`src/logic/msx_pkg.sv`:
```
//==================================================
// MSX glue shared definitions
// Menu status bit map, config types, crop and SD
// pin bundles used by the board-level glue logic
//==================================================

`default_nettype none

package msx_pkg;

   //==================================================
   // Widths and constants
   //==================================================

   // Menu status word from the host
   localparam int STATUS_W = 64;

   // Status bit positions
   localparam int ST_RESET        = 0;
   localparam int ST_ASPECT_LO    = 1;
   localparam int ST_SCANLINES_LO = 3;
   localparam int ST_SCALE_LO     = 5;
   localparam int ST_VCROP        = 7;
   localparam int ST_TAPE_SRC     = 8;
   localparam int ST_REWIND       = 9;
   localparam int ST_DETACH       = 10;

   // Download index of a CAS image
   localparam int CAS_IOCTL_INDEX = 5;

   // Idle cycles until the SD activity LED goes dark
   localparam int SD_ACT_CYCLES = 1024;

   // HDMI resolution, crop and aspect field widths
   localparam int HDMI_W = 12;
   localparam int CROP_W = 10;
   localparam int AR_W   = 12;

   //==================================================
   // Enums
   //==================================================

   // Menu aspect ratio choice
   typedef enum logic [1:0] {
      ar_original = 2'd0,
      ar_full     = 2'd1,
      ar_custom1  = 2'd2,
      ar_custom2  = 2'd3
   } aspect_e;

   // Cassette input source
   typedef enum logic {
      tape_file = 1'b0,
      tape_adc  = 1'b1
   } tape_src_e;

   //==================================================
   // Structs
   //==================================================

   // Decoded menu configuration
   typedef struct packed {
      aspect_e   aspect;
      logic [1:0] scanlines;
      logic [1:0] scale;
      logic       vcrop_en;
      logic       scandoubler;
      tape_src_e  tape_src;
   } msx_cfg_t;

   // HDMI output resolution
   typedef struct packed {
      logic [HDMI_W-1:0] width;
      logic [HDMI_W-1:0] height;
   } hdmi_res_t;

   // Scaler crop and aspect settings
   typedef struct packed {
      logic [CROP_W-1:0] crop_size;
      logic [AR_W-1:0]   arx;
      logic [AR_W-1:0]   ary;
   } crop_t;

   // Physical SD slot pins
   typedef struct packed {
      logic cs;
      logic sck;
      logic mosi;
   } sd_pins_t;

endpackage

`default_nettype wire

```
`src/logic/msx_control.sv`:
```
//==================================================
// MSX control glue
// Menu status decode, core reset combine, tape
// rewind pulse and cassette audio source select
//==================================================

`timescale 1ns/100ps
`default_nettype none

module msx_control
   import msx_pkg::*;
(
   input  wire logic                clk21m,
   input  wire logic                reset,
   input  wire logic [STATUS_W-1:0] status,
   input  wire logic                forced_scandoubler,
   input  wire logic                ioctl_download,
   input  wire logic [15:0]         ioctl_index,
   input  wire logic                core_req,
   input  wire logic                cas_file_bit,
   input  wire logic                tape_adc,
   input  wire logic                tape_adc_act,
   output msx_cfg_t                 cfg,
   output logic                     core_reset,
   output logic                     tape_rewind,
   output logic                     cas_audio_in
);

   // Cassette image being downloaded
   logic cas_download;

   // Any reset source this cycle
   logic reset_src;

   // Any rewind source this cycle
   logic rewind_src;

   //==================================================
   // Status decode
   //==================================================

   always_comb begin
      cfg.aspect    = aspect_e'(status[ST_ASPECT_LO +: 2]);
      cfg.scanlines = status[ST_SCANLINES_LO +: 2];
      cfg.scale     = status[ST_SCALE_LO +: 2];
      cfg.vcrop_en  = status[ST_VCROP];
      // Scanlines need the doubled picture too
      cfg.scandoubler = forced_scandoubler | (|status[ST_SCANLINES_LO +: 2]);
      cfg.tape_src  = tape_src_e'(status[ST_TAPE_SRC]);
   end

   //==================================================
   // Reset and rewind
   //==================================================

   // Only the low 6 bits carry the file type index
   assign cas_download = ioctl_download &&
                         (ioctl_index[5:0] == 6'(CAS_IOCTL_INDEX));

   // Menu reset, reset with detach, or a core request
   assign reset_src  = status[ST_RESET] | status[ST_DETACH] | core_req;

   // Rewind on menu request or fresh CAS image
   assign rewind_src = status[ST_REWIND] | cas_download;

   // Board reset also resets core and rewinds the tape
   always_ff @(posedge clk21m) begin
      if (reset) begin
         core_reset  <= 1'b1;
         tape_rewind <= 1'b1;
      end else begin
         core_reset  <= reset_src;
         tape_rewind <= rewind_src;
      end
   end

   //==================================================
   // Cassette audio
   //==================================================

   // ADC bit is only valid while the ADC sees a signal
   assign cas_audio_in = (cfg.tape_src == tape_file) ? cas_file_bit
                                                     : (tape_adc & tape_adc_act);

endmodule

`default_nettype wire

```
`src/logic/msx_glue.sv`:
```
//==================================================
// MSX board glue top level
// Control decode, HDMI crop and SD routing blocks
//==================================================

`timescale 1ns/100ps
`default_nettype none

module msx_glue
   import msx_pkg::*;
(
   input  wire logic                clk21m,
   input  wire logic                reset,
   // Host menu and download
   input  wire logic [STATUS_W-1:0] status,
   input  wire logic                forced_scandoubler,
   input  wire logic                ioctl_download,
   input  wire logic [15:0]         ioctl_index,
   // Core and cassette
   input  wire logic                core_req,
   input  wire logic                cas_file_bit,
   input  wire logic                tape_adc,
   input  wire logic                tape_adc_act,
   // HDMI output mode
   input  wire hdmi_res_t           hdmi,
   // SD image and SPI
   input  wire logic                img_mounted,
   input  wire logic [31:0]         img_size,
   input  wire logic                spi_ss,
   input  wire logic                spi_clk,
   input  wire logic                spi_mosi,
   input  wire logic                sd_miso,
   input  wire logic                virt_miso,
   // Outputs
   output msx_cfg_t                 cfg,
   output logic                     core_reset,
   output logic                     tape_rewind,
   output logic                     cas_audio_in,
   output crop_t                    crop,
   output sd_pins_t                 sd_pins,
   output logic                     spi_miso,
   output logic                     virt_ss,
   output logic                     sd_act
);

   // Menu decode, resets and tape
   msx_control i_control (
      .clk21m             (clk21m),
      .reset              (reset),
      .status             (status),
      .forced_scandoubler (forced_scandoubler),
      .ioctl_download     (ioctl_download),
      .ioctl_index        (ioctl_index),
      .core_req           (core_req),
      .cas_file_bit       (cas_file_bit),
      .tape_adc           (tape_adc),
      .tape_adc_act       (tape_adc_act),
      .cfg                (cfg),
      .core_reset         (core_reset),
      .tape_rewind        (tape_rewind),
      .cas_audio_in       (cas_audio_in)
   );

   // Crop follows the decoded config
   video_crop i_crop (
      .clk21m (clk21m),
      .reset  (reset),
      .cfg    (cfg),
      .hdmi   (hdmi),
      .crop   (crop)
   );

   // Slot or image card
   sd_route i_sd (
      .clk21m      (clk21m),
      .reset       (reset),
      .img_mounted (img_mounted),
      .img_size    (img_size),
      .spi_ss      (spi_ss),
      .spi_clk     (spi_clk),
      .spi_mosi    (spi_mosi),
      .sd_miso     (sd_miso),
      .virt_miso   (virt_miso),
      .sd_pins     (sd_pins),
      .spi_miso    (spi_miso),
      .virt_ss     (virt_ss),
      .sd_act      (sd_act)
   );

endmodule

`default_nettype wire

```
`src/logic/sd_route.sv`:
```
//==================================================
// SD card routing
// Switches SPI between the physical slot and the
// virtual image card, with an activity timer
//==================================================

`timescale 1ns/100ps
`default_nettype none

module sd_route
   import msx_pkg::*;
(
   input  wire logic        clk21m,
   input  wire logic        reset,
   input  wire logic        img_mounted,
   input  wire logic [31:0] img_size,
   input  wire logic        spi_ss,
   input  wire logic        spi_clk,
   input  wire logic        spi_mosi,
   input  wire logic        sd_miso,
   input  wire logic        virt_miso,
   output sd_pins_t         sd_pins,
   output logic             spi_miso,
   output logic             virt_ss,
   output logic             sd_act
);

   // Virtual card selected
   logic vsd_sel;

   // Previous line levels for edge detect
   logic old_mosi;
   logic old_miso;

   // Edge on either data line
   logic line_edge;

   // Cycles since last edge, stops at the limit
   logic [$clog2(SD_ACT_CYCLES+1)-1:0] act_timer;

   //==================================================
   // Source select
   //==================================================

   // Mounting an empty image falls back to the slot
   always_ff @(posedge clk21m) begin
      if (reset) begin
         vsd_sel <= 1'b0;
      end else if (img_mounted) begin
         vsd_sel <= |img_size;
      end
   end

   // Park the physical slot while the image is used
   assign sd_pins.cs   = spi_ss | vsd_sel;
   assign sd_pins.sck  = spi_clk & ~vsd_sel;
   assign sd_pins.mosi = spi_mosi & ~vsd_sel;

   // Virtual card deselected when the slot is active
   assign virt_ss  = spi_ss | ~vsd_sel;
   assign spi_miso = vsd_sel ? virt_miso : sd_miso;

   //==================================================
   // Activity timer
   //==================================================

   always_ff @(posedge clk21m) begin
      old_mosi <= spi_mosi;
      old_miso <= spi_miso;
   end

   assign line_edge = (old_mosi ^ spi_mosi) | (old_miso ^ spi_miso);

   always_ff @(posedge clk21m) begin
      if (reset) begin
         act_timer <= '0;
         sd_act    <= 1'b0;
      end else begin
         sd_act <= 1'b0;
         if (act_timer < SD_ACT_CYCLES) begin
            act_timer <= act_timer + 1'b1;
            sd_act    <= 1'b1;
         end
         // Any traffic restarts the window
         if (line_edge) begin
            act_timer <= '0;
         end
      end
   end

endmodule

`default_nettype wire

```
`src/logic/video_crop.sv`:
```
//==================================================
// HDMI vertical crop and aspect select
// Picks crop height from the output resolution and
// the aspect ratio sent to the scaler, registered
//==================================================

`timescale 1ns/100ps
`default_nettype none

module video_crop
   import msx_pkg::*;
(
   input  wire logic      clk21m,
   input  wire logic      reset,
   input  wire msx_cfg_t  cfg,
   input  wire hdmi_res_t hdmi,
   output crop_t          crop
);

   // Height plus half the height, one bit wider
   logic [HDMI_W:0]   h_plus_half;

   // Output at least 1.5 times wider than tall
   logic              is_wide;

   // Looked-up crop height before the enable
   logic [CROP_W-1:0] crop_lut;

   // 16:10 class output, narrow the picture
   logic              wide;

   // Next register value
   crop_t             crop_nxt;

   //==================================================
   // Crop lookup
   //==================================================

   assign h_plus_half = {1'b0, hdmi.height} + (HDMI_W+1)'(hdmi.height[HDMI_W-1:1]);
   assign is_wide     = {1'b0, hdmi.width} >= h_plus_half;

   always_comb begin
      crop_lut = '0;
      wide     = 1'b0;
      // Doubled output is never cropped
      if (!cfg.scandoubler) begin
         if (is_wide) begin
            case (hdmi.height)
               HDMI_W'(480),
               HDMI_W'(720),
               HDMI_W'(1200),
               HDMI_W'(1440): crop_lut = CROP_W'(240);
               HDMI_W'(600),
               HDMI_W'(800): begin
                  crop_lut = CROP_W'(200);
                  wide     = cfg.vcrop_en;
               end
               // NTSC shows about 250 lines here
               HDMI_W'(768):  crop_lut = CROP_W'(256);
               HDMI_W'(1080): crop_lut = CROP_W'(216);
               default:       crop_lut = '0;
            endcase
         end else if (hdmi.width >= HDMI_W'(1440)) begin
            // 4:3 modes too tall for the wide test
            case (hdmi.height)
               HDMI_W'(1440): crop_lut = CROP_W'(240);
               HDMI_W'(1536): crop_lut = CROP_W'(256);
               default:       crop_lut = '0;
            endcase
         end
      end
   end

   //==================================================
   // Aspect ratio
   //==================================================

   always_comb begin
      crop_nxt.crop_size = cfg.vcrop_en ? crop_lut : '0;
      if (cfg.aspect == ar_original) begin
         // 4:3, or narrowed for the cropped wide modes
         crop_nxt.arx = wide ? AR_W'(340) : AR_W'(400);
         crop_nxt.ary = AR_W'(300);
      end else begin
         // Scaler reads 0..2 as full or custom presets
         crop_nxt.arx = AR_W'(cfg.aspect) - AR_W'(1);
         crop_nxt.ary = '0;
      end
   end

   // Output register
   always_ff @(posedge clk21m) begin
      if (reset) begin
         crop <= '0;
      end else begin
         crop <= crop_nxt;
      end
   end

endmodule

`default_nettype wire

```
`config.mk`:
```
export PLATFORM = sky130hd
export DESIGN_NAME = msx_glue
export DESIGN_NICKNAME = d
export VERILOG_FILES = /design/src/logic/msx_pkg.sv /design/src/logic/msx_control.sv /design/src/logic/msx_glue.sv /design/src/logic/sd_route.sv /design/src/logic/video_crop.sv
export SDC_FILE = /design/constraint.sdc
export NUM_CORES = 1
export LEC_CHECK = 0
export ABC_AREA = 1
export BUFFER_PORTS_ARGS = -buffer_cell sky130_fd_sc_hd__buf_2
export CELL_PAD_IN_SITES_DETAIL_PLACEMENT = 1
export CELL_PAD_IN_SITES_GLOBAL_PLACEMENT = 1
export CORE_UTILIZATION = 29
export DETAILED_ROUTE_END_ITERATION = 12
export GPL_TIMING_DRIVEN = 1
export MAX_ROUTING_LAYER = met4
export PLACE_DENSITY = 0.95
export SYNTH_ARGS = -nofsm -noshare
export SYNTH_HDL_FRONTEND = slang
export SYNTH_HIERARCHICAL = 1
export SYNTH_SLANG_ARGS = --single-unit
```
`constraint.sdc`:
```
create_clock -name clk21m -period 4.3 [get_ports clk21m]
set_input_delay 0.215 -clock clk21m [delete_from_list [all_inputs] [get_ports clk21m]]
set_output_delay 0.215 -clock clk21m [all_outputs]
set_load 0.005 [all_outputs]
```
# Yosys cells after proc, flatten, opt, wreduce, memory -nomap -nowiden
# Index checks and enable logic that the tools add are counted.
# totals
regBits	51
latchBits	0
ram_bits	0
romBits	0
input_bits	150
output_inout_bits	52
mem_count	0
# classes
add_sub_neg	3
multipliers	0
div	0
magnitude_cmp	3
eq_ne	10
shift	0
muxes	12
n_bitwise	14
reduce_logical	8
# ops
op	count
12-bit by 10-bit equality test with 1-bit output (second input constant)	4
12-bit by 11-bit equality test with 1-bit output (second input constant)	4
9-bit one-hot mux with 4 select lines	1
32-bit OR reduction	1
24-bit two-way mux	1
10-bit two-way mux	2
9-bit one-hot mux with 2 select lines	1
12-bit by 11-bit adder with 13-bit output	1
12-bit by 13-bit >= comparator with 1-bit output	1
12-bit by 9-bit equality test with 1-bit output (second input constant)	1
12-bit by 11-bit >= comparator with 1-bit output (second input constant)	1
11-bit by 1-bit adder with 11-bit output (second input constant)	1
11-bit less-than comparator (second input constant)	1
8-bit two-way mux	1
1-bit OR	7
6-bit by 3-bit equality test with 1-bit output (second input constant)	1
1-bit two-way mux	6
2-bit OR reduction	3
4-bit OR reduction	1
1-bit bitwise AND	3
3-bit OR reduction	1
2-bit by 1-bit subtractor with 3-bit output (second input constant)	1
2-bit logical NOT	1
1-bit NOT	2
other kinds (2)	3

# Longest topological paths before layout
# depth
depth_word	7
depth_mapped	19
ltp_nobuf	19

# Cells and area by module
# The synthesis kept the hierarchy.
# modules_own_cells
module	n_inst	cells_each	area_each_um2	seq_area_each_um2
video_crop	1	256	1747.9	220.2
sd_route	1	130	862.1	300.3
msx_control	1	28	172.7	40.0

# Worst setup path before layout
# No wires, ideal clock.
# synth_path
path_kind	input -> register
startpoint	input hdmi[0] in the netlist's numbering
endpoint	register, netlist name i_crop/crop[28]
arrival_ns	2.375
t_required_ns	4.235
path_slack_ns	1.861
stages	17
path_cell_list	ha_1 inv_1 fa_1 nand3b_1 nand2_1 a21oi_1 xor2_1 ha_1 nand2_1 inv_1 nand2_1 or3_1 nand3_2 nand2_4 nand2_2 nand2_1 nor2_1
# synth_via
elab_chain_len	4
# synth_rtl
item	line	rtl
start: declaration	msx_glue.sv:25	input wire hdmi_res_t hdmi,
parallel branches: the longest is 3 deep, another holds 12-bit by 11-bit adder with 13-bit output	--	
10-bit two-way mux *	video_crop.sv:47	if (is_wide) begin
# Every way passes the cells marked *.
# A chain may end at the register's enable or synchronous reset.

# Worst setup path in the final report
# layout_path
startpoint	input hdmi[2] in the netlist's numbering
endpoint	register, netlist name i_crop/crop[32]
# layout_via
elab_chain_len	4
# layout_rtl
item	line
parallel branches: the longest is 3 deep, another holds 12-bit by 11-bit adder with 13-bit output	--
10-bit two-way mux *	video_crop.sv:47
# Marks and branches as above.

==> impl_metrics.ini <==
[clock_tree]
cts_root_buf = clkbuf_8
clkSinkCount = 28
cts_tree = done
htreeDepth = 1
cts.reportedPaths.clkPinSlew_ps = 90
max-clock-path-buffers = 2
ctsResizeCount = 0
clk_latency_ps = 270
cts_buffers = 3
hold_buffers = 0
cts_setup_buffers = 0

[yosys]
synth_edf_count = 0
synthAdderAreaFrac_pct = 18.7
avgSynthCellArea_um2 = 6.72
yosys_register_bits = 28
synthSimpleGateAreaFrac_pct = 34.1
synthMuxAreaShare_pct = 0
seq_area_frac_synth_pct = 20.1
synth_compound_area_share_pct = 6.07
synth_cells = 414
ys_types = 31
synth_top_family_by_area = simple AND/OR/NAND/NOR gates
async_reset_ff_share_pct = 0
synth_top_flop_cell = dfxtp_1
synth_warnings = 6
synthXorXnorAreaFrac_pct = 4.09
syn_area_um2 = 2780

[setup_path]
start_kind = input pin
rr_endpoint = i_sd/act_timer[8]$_SDFFE_PP0N_
reg2reg_from = i_sd/act_timer[1]$_SDFFE_PP0N_
required_ps = 4500
startpoint = hdmi[2]
cp.arrival_ps = 2850
critPathMostFrequentCell = nand2_1
crit_fanout = 6
slowest_delay_ps = 400
ff2ff_setup_slack_ps = 3050
setup.worst_path.end_class = register
critPathSlowestCell = or3_1
crit_end = i_crop/crop[32]$_SDFF_PP0_
path_class = input pin to register
path_cells = buf_2, inv_1, ha_1, a21oi_1, nand2_1, a21oi_1, o21ai_1, xnor2_1, ha_1, nand3_1, or3_1, nand3_2, nand2_4, nand2_1, nand2_1, nor2_1
rr_worst_depth = 7

[floorplanning]
initial_core_util_pct = 30.0
coreArea_um2 = 9280
die_y_um = 100
die_area_um2 = 9990
num_rows = 35
io_pins = 202
fp.dieW_um = 100

[place]
place_area_um2 = 3370
dp_cells = 646
finalWeightedCongestion = 0.883
dp_hpwl_um = 7160
port_buffers = 122

[flow_run]
maxCapViolCount = 0

[power]
p_total_w = 0.000726
p_leak_nw = 1.93
p_per_area_nw_per_um2 = 212
ir_worst_vdd_mv = 0.109

[timing]
setup-tns-final_ps = 0
period_minus_slack_ps = 2650
holdWs_ps = 51.3
slew_violations = 0
skew_ps = 3.45
max_freq_mhz = 378
post-route-period-util_pct = 61.6
hold_violations = 0
rsz0062_at_grt = no
setup_viol = 0

[detailed_routing]
dr.first_iter.drc_count = 47
num_vias = 2869
drc = 0
via_per_inst = 4.41
routed_wl_um = 8140
ant_nets = 0
wire_per_inst_um = 12.5
drt-pass1-iter-count = 4

[cells_and_area]
fin_area_um2 = 3420
layout-drive-gt1-share_pct = 29.2
stdcell_count = 650
area_growth_pct = 23.0
n_antenna_cell = 0
nets = 713

[global_routing]
grt_max_degree = 16
track_usage_pct = 16.6
grt_overflow = 0
grt_pass1_wl_um = 13000
antenna_found_initial = 0
grt_pass1_vias = 2971

[min_path]
hold_class = input pin to register

[status]
outcome = finished, final reports clean
==> metal layers <==
metal / GRT usage, % / up-vias / wire, um
met5: - / - / 0
met4: 4.30 / 0 / 89
met3: 1.39 / 8 / 447
met2: 33.1 / 92 / 4320
met1: 17.4 / 1306 / 3280
li1: - / 1463 / -
==> Yosys cell counts, drive strengths merged (2+ instances only) <==
library cell / instances / area share [%]
or3: 2 / 0.45
nand2: 101 / 15
xor2: 9 / 2.8
ha: 40 / 18
a21oi: 21 / 4.5
xnor2: 4 / 1.3
nand4: 7 / 2.1
dfxtp: 28 / 20
buf: 31 / 8.4
nor3: 10 / 1.8
o21ai: 4 / 0.72
inv: 62 / 8.4
or2: 2 / 0.45
nand3: 28 / 5.8
nor2: 59 / 8.5
==> through the flow <==
step	setup WS (ps)	utilization (%)
detailed placement	1370	36.3
global route	1410	36.9
finish	1650	36.9
global placement	1470	36.3
floorplan	1860	-
CTS	1650	36.9
==> worst min-delay path by stage <==
| stage | start | cells after the start | to |
|---|---|---|---|
| 2_1_floorplan | spi_mosi | 0 | i_sd/old_mosi$_DFF_P_ |
| 4_1_cts | spi_mosi | 1 | i_sd/old_mosi$_DFF_P_ |
| 3_5_place_dp | spi_mosi | 1 | i_sd/old_mosi$_DFF_P_ |
| 6_report | spi_mosi | 1 | i_sd/old_mosi$_DFF_P_ |
| 3_3_place_gp | spi_mosi | 1 | i_sd/old_mosi$_DFF_P_ |
| 5_1_grt | spi_mosi | 1 | i_sd/old_mosi$_DFF_P_ |
==> cell type report <==
cell class | count | area, um2
inverters | 62 | 233
flip-flops and latches | 28 | 561
repair buffers | 122 | 611
clock buffers | 4 | 55.1
fillers | 1236 | 5860
multi-input cells | 305 | 1800
well taps | 129 | 161
==> worst max-delay path: cells and delay by family <==
family          cells  cell delay [ps]
fa+ha+maj           2              670
simple gates        8             1080
compound gates      3              500
xor+xnor            1              170
buf+inv             2              180
==> report_power, final <==
part | internal [W] | switching [W]
Combinational | 0.000121 | 0.000171
Clock | 0.0000819 | 0.0000797
Sequential | 0.000266 | 0.00000545
Total | 0.000469 | 0.000257
==> sequential cells by signal, summed over array words and instances, names as in the netlist <==
register and count:
i_sd/vsd_sel 1, i_sd/old_mosi 1, i_sd/act_timer 11, i_sd/old_miso 1, i_control/tape_rewind 1, i_crop/crop 11, i_sd/sd_act 1, i_control/core_reset 1
==> cells in the final DEF, fill, tap and decap left out <==
master	n
nand4_4	1
a21oi_2	5
nand4_1	6
nand3_2	4
or3_1	2
buf_2	122
inv_2	2
o21ai_1	1
fa_1	1
nand2_2	7
nor2_1	55
or2_1	1
xnor2_1	4
nor2_2	3
inv_1	60
o21ai_0	3
dfxtp_1	28
nand2_4	2
xor2_1	9
nand2_1	92
a21oi_1	16
conb_1	13
nand3b_1	1
or2_2	1
nand3_1	24
o21bai_1	1
clkbuf_8	4
o211a_1	1
nor3_1	10
ha_1	40
nor2_4	1
a21o_1	1
==> logic make-up (layout without fill, tap and decap cells) <==
logic type	count (synthesis)	in the layout
AOI/OAI and AO/OA	28	28
xor gates and xnor gates	13	13
adders and majority gates	41	41
buffers and inverters	93	188
DFF	28	28
other	1	13
and+or+nand+nor	210	210
No activity file was read; power rests on OpenSTA's default activity.
